### src/hw/alu_pkg.sv
/* small cpu alu shared definitions
   operand widths, flag slots, opcode encodings and the byte/pair zero rule */
package alu_pkg;

	// one operand half and a hi:lo register pair
	parameter int BYTE_WIDTH  = 8;
	parameter int PAIR_WIDTH  = 16;

	// processor flags word
	parameter int FLAGS_WIDTH = 2;
	parameter int FLAG_C      = 0;
	parameter int FLAG_Z      = 1;

	// top level opcodes with code 31 left undefined
	typedef enum logic [4:0]
	{
		op_add, op_adc, op_addpb, op_addp, op_addpsnx,
		op_sub, op_sbc, op_subpb, op_subp,
		op_and, op_orr, op_xor,
		op_inv, op_invp, op_neg, op_negp,
		op_lsl, op_lsr, op_asr,
		op_rol, op_ror, op_rolc, op_rorc,
		op_lslp, op_lsrp, op_asrp,
		op_rolp, op_rorp, op_rolcp, op_rorcp,
		op_nop
	} alu_oper_t;

	// adder/subtractor operation codes
	typedef enum logic [3:0]
	{
		addsub_add, addsub_adc, addsub_addpb, addsub_addp, addsub_addpsnx,
		addsub_sub, addsub_sbc, addsub_subpb, addsub_subp,
		addsub_none
	} addsub_oper_t;

	// width independent shift and rotate kinds
	typedef enum logic [2:0]
	{
		sh_lsl, sh_lsr, sh_asr,
		sh_rol, sh_ror,
		sh_rolc, sh_rorc,
		sh_none
	} shift_oper_t;

	// zero flag over low byte only?
	function automatic logic is_byte_op(alu_oper_t op);
		logic byte_op;
		case (op)
			op_add, op_adc, op_sub, op_sbc,
			op_and, op_orr, op_xor, op_inv, op_neg,
			op_lsl, op_lsr, op_asr,
			op_rol, op_ror, op_rolc, op_rorc:
			begin
				byte_op = 1'b1;
			end
			// pair forms, nop and undefined
			default:
			begin
				byte_op = 1'b0;
			end
		endcase
		return byte_op;
	endfunction

endpackage

### src/hw/adder_subtractor.sv
/* alu adder/subtractor
   byte and pair add/subtract variants, carry out means no borrow on subtract */
`timescale 1ns/10ps

module adder_subtractor
(
	input  alu_pkg::addsub_oper_t             oper,
	input  logic [alu_pkg::BYTE_WIDTH-1:0]    a_hi,
	input  logic [alu_pkg::BYTE_WIDTH-1:0]    a_lo,
	input  logic [alu_pkg::BYTE_WIDTH-1:0]    b_lo,
	input  logic [alu_pkg::BYTE_WIDTH-1:0]    b_hi,
	input  logic                              carry_in,
	output logic [alu_pkg::BYTE_WIDTH-1:0]    sum_hi,
	output logic [alu_pkg::BYTE_WIDTH-1:0]    sum_lo,
	output logic                              carry_out
);

	import alu_pkg::*;

	// 16-bit views of the operands
	logic [PAIR_WIDTH-1:0] a_pair;
	logic [PAIR_WIDTH-1:0] b_full;
	logic [PAIR_WIDTH-1:0] b_zext;
	logic [PAIR_WIDTH-1:0] b_sext;

	// sums with one extra bit for carry
	logic [BYTE_WIDTH:0]   byte_sum;
	logic [PAIR_WIDTH:0]   pair_sum;

	assign a_pair = {a_hi, a_lo};
	assign b_full = {b_hi, b_lo};
	assign b_zext = {{BYTE_WIDTH{1'b0}}, b_lo};
	// sign extension of the immediate byte
	assign b_sext = {{BYTE_WIDTH{b_lo[BYTE_WIDTH-1]}}, b_lo};

	always_comb
	begin
		byte_sum = '0;
		pair_sum = '0;
		case (oper)
			addsub_add:
			begin
				byte_sum = {1'b0, a_lo} + {1'b0, b_lo};
			end
			addsub_adc:
			begin
				byte_sum = {1'b0, a_lo} + {1'b0, b_lo}
					+ {{BYTE_WIDTH{1'b0}}, carry_in};
			end
			// a + ~b + 1
			addsub_sub:
			begin
				byte_sum = {1'b0, a_lo} + {1'b0, ~b_lo}
					+ {{BYTE_WIDTH{1'b0}}, 1'b1};
			end
			// carry in as "no borrow"
			addsub_sbc:
			begin
				byte_sum = {1'b0, a_lo} + {1'b0, ~b_lo}
					+ {{BYTE_WIDTH{1'b0}}, carry_in};
			end
			addsub_addpb:
			begin
				pair_sum = {1'b0, a_pair} + {1'b0, b_zext};
			end
			addsub_addp:
			begin
				pair_sum = {1'b0, a_pair} + {1'b0, b_full};
			end
			addsub_addpsnx:
			begin
				pair_sum = {1'b0, a_pair} + {1'b0, b_sext};
			end
			addsub_subpb:
			begin
				pair_sum = {1'b0, a_pair} + {1'b0, ~b_zext}
					+ {{PAIR_WIDTH{1'b0}}, 1'b1};
			end
			addsub_subp:
			begin
				pair_sum = {1'b0, a_pair} + {1'b0, ~b_full}
					+ {{PAIR_WIDTH{1'b0}}, 1'b1};
			end
			default:
			begin
				byte_sum = '0;
				pair_sum = '0;
			end
		endcase
	end

	// route byte or pair sum to the outputs
	always_comb
	begin
		case (oper)
			addsub_add, addsub_adc, addsub_sub, addsub_sbc:
			begin
				sum_hi = '0;
				{carry_out, sum_lo} = byte_sum;
			end
			addsub_addpb, addsub_addp, addsub_subpb, addsub_subp:
			begin
				{carry_out, sum_hi, sum_lo} = pair_sum;
			end
			// sign extended add never reports carry
			addsub_addpsnx:
			begin
				{sum_hi, sum_lo} = pair_sum[PAIR_WIDTH-1:0];
				carry_out = 1'b0;
			end
			default:
			begin
				{carry_out, sum_hi, sum_lo} = '0;
			end
		endcase
	end

endmodule

### src/hw/alu_core.sv
/* alu core
   opcode decode, bitwise ops, unit result select and zero flag */
`timescale 1ns/10ps

module alu_core
(
	input  alu_pkg::alu_oper_t              oper,
	input  logic [alu_pkg::BYTE_WIDTH-1:0]  a_hi,
	input  logic [alu_pkg::BYTE_WIDTH-1:0]  a_lo,
	input  logic [alu_pkg::BYTE_WIDTH-1:0]  b_hi,
	input  logic [alu_pkg::BYTE_WIDTH-1:0]  b_lo,
	input  logic [alu_pkg::FLAGS_WIDTH-1:0] flags_in,
	output logic [alu_pkg::BYTE_WIDTH-1:0]  res_hi,
	output logic [alu_pkg::BYTE_WIDTH-1:0]  res_lo,
	output logic [alu_pkg::FLAGS_WIDTH-1:0] flags_out
);

	import alu_pkg::*;

	// which unit the result comes from
	typedef enum logic [2:0]
	{
		sel_addsub, sel_logic, sel_byte_sh, sel_pair_sh, sel_hold
	} res_sel_t;

	res_sel_t              res_sel;
	res_sel_t              out_sel;
	addsub_oper_t          addsub_op;
	shift_oper_t           sh_kind;
	shift_oper_t           byte_sh_op;
	shift_oper_t           pair_sh_op;
	logic                  uses_count;
	logic                  hold;
	logic [BYTE_WIDTH-1:0] logic_hi;
	logic [BYTE_WIDTH-1:0] logic_lo;

	// unit outputs
	logic [BYTE_WIDTH-1:0] sum_hi;
	logic [BYTE_WIDTH-1:0] sum_lo;
	logic                  addsub_carry;
	logic [BYTE_WIDTH-1:0] byte_sh_res;
	logic                  byte_sh_carry;
	logic [PAIR_WIDTH-1:0] pair_sh_res;
	logic                  pair_sh_carry;

	logic                  carry_next;
	logic                  zero_next;

	adder_subtractor addsub
	(
		.oper      (addsub_op),
		.a_hi      (a_hi),
		.a_lo      (a_lo),
		.b_lo      (b_lo),
		.b_hi      (b_hi),
		.carry_in  (flags_in[FLAG_C]),
		.sum_hi    (sum_hi),
		.sum_lo    (sum_lo),
		.carry_out (addsub_carry)
	);

	shift_rotate #(.WIDTH(BYTE_WIDTH)) byte_shifter
	(
		.oper      (byte_sh_op),
		.value     (a_lo),
		.count     (b_lo),
		.carry_in  (flags_in[FLAG_C]),
		.result    (byte_sh_res),
		.carry_out (byte_sh_carry)
	);

	shift_rotate #(.WIDTH(PAIR_WIDTH)) pair_shifter
	(
		.oper      (pair_sh_op),
		.value     ({a_hi, a_lo}),
		.count     (b_lo),
		.carry_in  (flags_in[FLAG_C]),
		.result    (pair_sh_res),
		.carry_out (pair_sh_carry)
	);

	// result source per opcode
	always_comb
	begin
		case (oper)
			op_add, op_adc, op_addpb, op_addp, op_addpsnx,
			op_sub, op_sbc, op_subpb, op_subp:
				res_sel = sel_addsub;
			op_and, op_orr, op_xor, op_inv, op_neg, op_invp, op_negp:
				res_sel = sel_logic;
			op_lsl, op_lsr, op_asr, op_rol, op_ror, op_rolc, op_rorc:
				res_sel = sel_byte_sh;
			op_lslp, op_lsrp, op_asrp, op_rolp, op_rorp, op_rolcp, op_rorcp:
				res_sel = sel_pair_sh;
			// nop and undefined code hold
			default:
				res_sel = sel_hold;
		endcase
	end

	// adder code
	always_comb
	begin
		case (oper)
			op_add:     addsub_op = addsub_add;
			op_adc:     addsub_op = addsub_adc;
			op_addpb:   addsub_op = addsub_addpb;
			op_addp:    addsub_op = addsub_addp;
			op_addpsnx: addsub_op = addsub_addpsnx;
			op_sub:     addsub_op = addsub_sub;
			op_sbc:     addsub_op = addsub_sbc;
			op_subpb:   addsub_op = addsub_subpb;
			op_subp:    addsub_op = addsub_subp;
			default:    addsub_op = addsub_none;
		endcase
	end

	// shift kind shared by byte and pair forms
	always_comb
	begin
		case (oper)
			op_lsl, op_lslp:   sh_kind = sh_lsl;
			op_lsr, op_lsrp:   sh_kind = sh_lsr;
			op_asr, op_asrp:   sh_kind = sh_asr;
			op_rol, op_rolp:   sh_kind = sh_rol;
			op_ror, op_rorp:   sh_kind = sh_ror;
			op_rolc, op_rolcp: sh_kind = sh_rolc;
			op_rorc, op_rorcp: sh_kind = sh_rorc;
			default:           sh_kind = sh_none;
		endcase
	end

	assign byte_sh_op = (res_sel == sel_byte_sh) ? sh_kind : sh_none;
	assign pair_sh_op = (res_sel == sel_pair_sh) ? sh_kind : sh_none;

	// count in b_lo, single bit through carry ignores it
	assign uses_count = (sh_kind != sh_none) && (sh_kind != sh_rolc)
		&& (sh_kind != sh_rorc);

	// bitwise results
	always_comb
	begin
		// byte forms leave the high half zero
		logic_hi = '0;
		case (oper)
			op_and:  logic_lo = a_lo & b_lo;
			op_orr:  logic_lo = a_lo | b_lo;
			op_xor:  logic_lo = a_lo ^ b_lo;
			op_inv:  logic_lo = ~a_lo;
			op_neg:  logic_lo = -a_lo;
			op_invp: {logic_hi, logic_lo} = ~{a_hi, a_lo};
			op_negp: {logic_hi, logic_lo} = -{a_hi, a_lo};
			default: logic_lo = '0;
		endcase
	end

	// zero count or nop passes a and flags untouched
	assign hold = (res_sel == sel_hold) || (uses_count && (b_lo == '0));
	assign out_sel = hold ? sel_hold : res_sel;

	always_comb
	begin
		case (out_sel)
			sel_addsub:
			begin
				{res_hi, res_lo} = {sum_hi, sum_lo};
				carry_next = addsub_carry;
			end
			// bitwise ops keep carry
			sel_logic:
			begin
				{res_hi, res_lo} = {logic_hi, logic_lo};
				carry_next = flags_in[FLAG_C];
			end
			sel_byte_sh:
			begin
				{res_hi, res_lo} = {{BYTE_WIDTH{1'b0}}, byte_sh_res};
				carry_next = byte_sh_carry;
			end
			sel_pair_sh:
			begin
				{res_hi, res_lo} = pair_sh_res;
				carry_next = pair_sh_carry;
			end
			default:
			begin
				{res_hi, res_lo} = {a_hi, a_lo};
				carry_next = flags_in[FLAG_C];
			end
		endcase
	end

	// zero over low byte or full pair
	always_comb
	begin
		if (hold)
			zero_next = flags_in[FLAG_Z];
		else if (is_byte_op(oper))
			zero_next = (res_lo == '0);
		else
			zero_next = ({res_hi, res_lo} == '0);
	end

	always_comb
	begin
		flags_out = '0;
		flags_out[FLAG_C] = carry_next;
		flags_out[FLAG_Z] = zero_next;
	end

endmodule

### src/hw/alu_unit.sv
/* registered alu top level
   runs one operation per exec strobe, holds result and flags, pulses done */
`timescale 1ns/10ps

module alu_unit
(
	input  logic                            clk,
	input  logic                            rst_n,
	input  logic                            exec,
	input  alu_pkg::alu_oper_t              oper,
	input  logic [alu_pkg::BYTE_WIDTH-1:0]  a_hi,
	input  logic [alu_pkg::BYTE_WIDTH-1:0]  a_lo,
	input  logic [alu_pkg::BYTE_WIDTH-1:0]  b_hi,
	input  logic [alu_pkg::BYTE_WIDTH-1:0]  b_lo,
	input  logic                            flags_wr,
	input  logic [alu_pkg::FLAGS_WIDTH-1:0] flags_data,
	output logic [alu_pkg::BYTE_WIDTH-1:0]  out_hi,
	output logic [alu_pkg::BYTE_WIDTH-1:0]  out_lo,
	output logic [alu_pkg::FLAGS_WIDTH-1:0] flags,
	output logic                            done
);

	import alu_pkg::*;

	// combinational next state from the core
	logic [BYTE_WIDTH-1:0]  core_hi;
	logic [BYTE_WIDTH-1:0]  core_lo;
	logic [FLAGS_WIDTH-1:0] core_flags;

	// carry and zero fed back from the flags register
	alu_core core
	(
		.oper      (oper),
		.a_hi      (a_hi),
		.a_lo      (a_lo),
		.b_hi      (b_hi),
		.b_lo      (b_lo),
		.flags_in  (flags),
		.res_hi    (core_hi),
		.res_lo    (core_lo),
		.flags_out (core_flags)
	);

	always_ff @(posedge clk)
	begin
		if (!rst_n)
		begin
			done <= 1'b0;
			out_hi <= '0;
			out_lo <= '0;
			flags <= '0;
		end
		else
		begin
			// one cycle after exec
			done <= exec;
			if (exec)
			begin
				out_hi <= core_hi;
				out_lo <= core_lo;
				flags <= core_flags;
			end
			// direct load loses to exec
			else if (flags_wr)
			begin
				flags <= flags_data;
			end
		end
	end

endmodule

### src/hw/shift_rotate.sv
/* width-parameterized shift and rotate unit
   shifts by count, rotates by count mod width, one-bit rotates through carry */
`timescale 1ns/10ps

module shift_rotate
#(
	parameter int WIDTH = 8
)
(
	input  alu_pkg::shift_oper_t           oper,
	input  logic [WIDTH-1:0]               value,
	input  logic [alu_pkg::BYTE_WIDTH-1:0] count,
	input  logic                           carry_in,
	output logic [WIDTH-1:0]               result,
	output logic                           carry_out
);

	import alu_pkg::*;

	// shift words carry one extra slot for the bit shifted out
	logic [WIDTH:0]         lsl_word;
	logic [WIDTH:0]         lsr_word;
	logic [WIDTH:0]         asr_word;
	// doubled value for rotates
	logic [2*WIDTH-1:0]     rol_word;
	logic [2*WIDTH-1:0]     ror_word;
	logic [BYTE_WIDTH-1:0]  rot_amt;
	logic                   count_over;

	// carry lands in the top slot
	assign lsl_word = {1'b0, value} << count;
	// carry lands in bit 0
	assign lsr_word = {value, 1'b0} >> count;
	assign asr_word = $signed({value, 1'b0}) >>> count;

	// past the width asr still shifts out sign bits
	assign count_over = (count > BYTE_WIDTH'(WIDTH));

	assign rot_amt  = count % BYTE_WIDTH'(WIDTH);
	assign rol_word = {value, value} << rot_amt;
	assign ror_word = {value, value} >> rot_amt;

	always_comb
	begin
		case (oper)
			sh_lsl:
			begin
				{carry_out, result} = lsl_word;
			end
			sh_lsr:
			begin
				{result, carry_out} = lsr_word;
			end
			sh_asr:
			begin
				result = asr_word[WIDTH:1];
				carry_out = count_over ? 1'b0 : asr_word[0];
			end
			// rotates by count leave carry alone
			sh_rol:
			begin
				result = rol_word[2*WIDTH-1:WIDTH];
				carry_out = carry_in;
			end
			sh_ror:
			begin
				result = ror_word[WIDTH-1:0];
				carry_out = carry_in;
			end
			// one bit rotate of {carry, value} as a WIDTH+1 word
			sh_rolc:
			begin
				{carry_out, result} = {value, carry_in};
			end
			sh_rorc:
			begin
				{result, carry_out} = {carry_in, value};
			end
			default:
			begin
				result = value;
				carry_out = carry_in;
			end
		endcase
	end

endmodule

### config.mk
export PLATFORM = sky130hd
export DESIGN_NAME = alu_unit
export DESIGN_NICKNAME = d
export VERILOG_FILES = /design/src/hw/alu_pkg.sv /design/src/hw/adder_subtractor.sv /design/src/hw/alu_core.sv /design/src/hw/alu_unit.sv /design/src/hw/shift_rotate.sv
export SDC_FILE = /design/constraint.sdc
export NUM_CORES = 1
export LEC_CHECK = 0
export BUFFER_PORTS_ARGS = -buffer_cell sky130_fd_sc_hd__clkbuf_2
export CORE_MARGIN = 2
export CORE_UTILIZATION = 48
export CTS_CLUSTER_SIZE = 40
export DETAILED_ROUTE_END_ITERATION = 16
export MAX_ROUTING_LAYER = met4
export PLACE_DENSITY = 0.68
export SYNTH_ARGS = -nofsm -noshare
export SYNTH_HDL_FRONTEND = slang
export SYNTH_SLANG_ARGS = --single-unit
### constraint.sdc
create_clock -name clk -period 8 [get_ports clk]
set_clock_uncertainty 0.1 [all_clocks]
set_input_delay 0.4 -clock clk [delete_from_list [all_inputs] [get_ports clk]]
set_output_delay 0.4 -clock clk [all_outputs]
set_load 0.02 [all_outputs]
==> flow_metrics.tcl <==
set metrics [dict create \
    run_status "complete, no violations" \
    numClockSinks 19 \
    met1_length_um 21000 \
    p_int_uw 419 \
    layout-area-overhead-vs-synth_pct 2.29 \
    first_pass_iters 8 \
    layout_setup_ws_ns 2.62 \
    leakage_uw 0.00417 \
    start_util 0.492 \
    track_usage 0.469 \
    timing.rr.start "flags[0]$_SDFFE_PN0P_" \
    peakVddDrop_uv 77.4 \
    worstSetupStartpointType "input port" \
    fin_crit_sh 0.673 \
    drtIter0Drc 2169 \
    synth_edf_count 0 \
    postCtsHoldBufs 0 \
    wl_um 55700 \
    crit_slowest_cell "clkinv_1" \
    grt_pass1_wl_um 83300 \
    io_buffer_count 61 \
    yosysSeqAreaShare 0.0352 \
    vias 13779 \
    ios 62 \
    first_global_vias 13037 \
    fp.dieW_um 154 \
    worstMarginPinSlew_ns 1.15 \
    syn_nets 1666 \
    sw_frac_of_total 0.570 \
    maxSlewViolCount 0 \
    antenna_cells 0 \
    synth-main-ff-cell "dfxtp_1" \
    pwr_density_cell_nw_per_um2 88.3 \
    yosysTopAreaCell "mux4_2" \
    maxSlewHeadroom 0.228 \
    gp_congestion 1.05 \
    hold_viol_final 0 \
    grt_overflow_total 0 \
    arrival_ns 5.44 \
    synth_cells 1570 \
    ant_nets 0 \
    power.switching_uw 557 \
    synth.yosys.warnings 0 \
    antenna_found_initial 0 \
    crit_start "b_lo[1]" \
    dp_hpwl_um 40000 \
    wl_met2_um 23800 \
    cts_tree "built" \
    clk_latency_ns 0.25 \
    min_path_type "in2reg" \
    cp_cell_sequence "buf_4, clkinv_1, ha_1, nor3_1, o311ai_1, nand3_1, o21ai_0, a41oi_1, nor2_1, o2111ai_1, a311oi_1, nand4_1, o31a_1, o41ai_2" \
    cp.required_ns 8.06 \
    finalSetupViolCount 0 \
    comb_power_share 0.777 \
    rows 54 \
    ctsLongestPathBuffers 2 \
    dpl_worst_slack_ns 2.57 \
    r2r_end "flags[1]$_SDFFE_PN0P_" \
    cp_max_fo 44 \
    cts-root-buf "clkbuf_16" \
    max_freq_ghz 0.186 \
    path_class "in2reg" \
    core_area_um2 22000 \
    async_flop_share 0 \
    fin_crit_ns 5.38 \
    drive_gt1_frac 0.128 \
    critical_path.endpoint "flags[1]$_SDFFE_PN0P_" \
    cts_inserted_buffers 3 \
    syn_area_per_cell_um2 6.88 \
    clkTransAtPathRegs_ns 0.06 \
    cts_resized 0 \
    mostFrequentLayoutCells "nor2_1, nand2_1, o21ai_0" \
    finalSetupTns_ns 0 \
    wl_met3_um 6690 \
    top_layer "met4" \
    final_common_cell "nor2_1" \
    synth-seq-cells 19 \
    fin_util 0.503 \
    timing.hold.ws_ns 0.352 \
    syn-cell-area_um2 10800 \
    synth_top_area_frac 0.0750 \
    reg2reg_slack_ns 4.65 \
    reg2reg_depth 10 \
    avgViaCountPerCell 7.68 \
    cts_setup_buffers 0 \
    synth.top_cells.by_area "mux4_2, ha_1, mux2i_1" \
    drc 0 \
    grt_setup_unrepaired "no" \
    nets 1610 \
    cap_violations 0 \
    routedWlPerCell_um 31.1 \
    grt_max_degree 65 \
    cts_max_level 1 \
    slowest_delay_ns 0.87 \
    clkPwrFrac 0.111 \
    synth_cell_type_count 102 \
    totalPowerFinal_uw 976 \
    seqPwrFrac 0.113 \
    die_y_um 154 \
    die_area_um2 23700 \
    end_kind "flop" \
]
[cell type report]
class	count	area, um2
clock inverters	1	5.00
flip-flops and latches	19	380
clock buffers	3	75.1
inverters	51	191
repair buffers	88	515
well taps	280	350
fillers	2308	10900
multi-input cells	1351	9540
[routing by layer]
layer	up-vias	global-route usage
met5	-	-
met4	0	0.281
met3	279	0.0939
met2	1068	0.699
met1	6492	0.585
li1	5940	-
[synthesized netlist by cell type, types with 27 or more instances]
cell type	n
o21ai_0	111
xnor2_1	28
o22ai_1	27
a211oi_1	34
o211ai_1	28
mux2i_1	60
mux4_2	36
a21oi_1	103
buf_2	33
nand2_1	137
nand3_1	54
nor3_1	51
ha_1	50
inv_1	48
clkbuf_1	83
nor2_1	147
[metrics by stage]
stage,instances,instance area (um2)
floorplan,1570,10800
global placement,1789,11000
detailed placement,1789,11000
CTS,1793,11100
global route,1793,11100
finish,1793,11100
[sequential cells by signal (all words and copies together) (netlist names)]
register  flops
out_lo        8
flags         2
done          1
out_hi        8
[worst min path at each step]
stage	from	end	cells past startpoint
finish	flags_data[1]	flags[1]$_SDFFE_PN0P_	3
global route	flags_data[1]	flags[1]$_SDFFE_PN0P_	3
CTS	flags_data[1]	flags[1]$_SDFFE_PN0P_	3
detailed placement	out_hi[0]$_SDFFE_PN0P_	out_hi[0]$_SDFFE_PN0P_	2
global placement	out_hi[0]$_SDFFE_PN0P_	out_hi[0]$_SDFFE_PN0P_	2
floorplan	rst_n	out_hi[5]$_SDFFE_PN0P_	1
[worst max-delay path, delay by kind of cell]
family,cells,cell delay [ns]
AO/OA/AOI/OAI,7,2.20
buffers and inverters,2,1.31
AND/OR/NAND/NOR,4,0.76
adder cells (fa/ha/maj),1,0.76
[power by group through the flow]
stage               sequential, uW  combinational, uW  clock, uW
finish                         110                758        108
global route                   111                797        111
CTS                            110                726        107
detailed placement             112                723          0
global placement               112                725          0
floorplan                      119                498          0
[cells by family after synthesis]
logic type | synth area share
flip-flops | 0.0352
adder cells (fa/ha/maj) | 0.0635
AND/OR/NAND/NOR | 0.272
buffers and inverters | 0.0830
multiplexers | 0.159
XOR/XNOR | 0.0308
AO/OA/AOI/OAI | 0.356
Note: power is estimated with default switching activity, not from simulation.
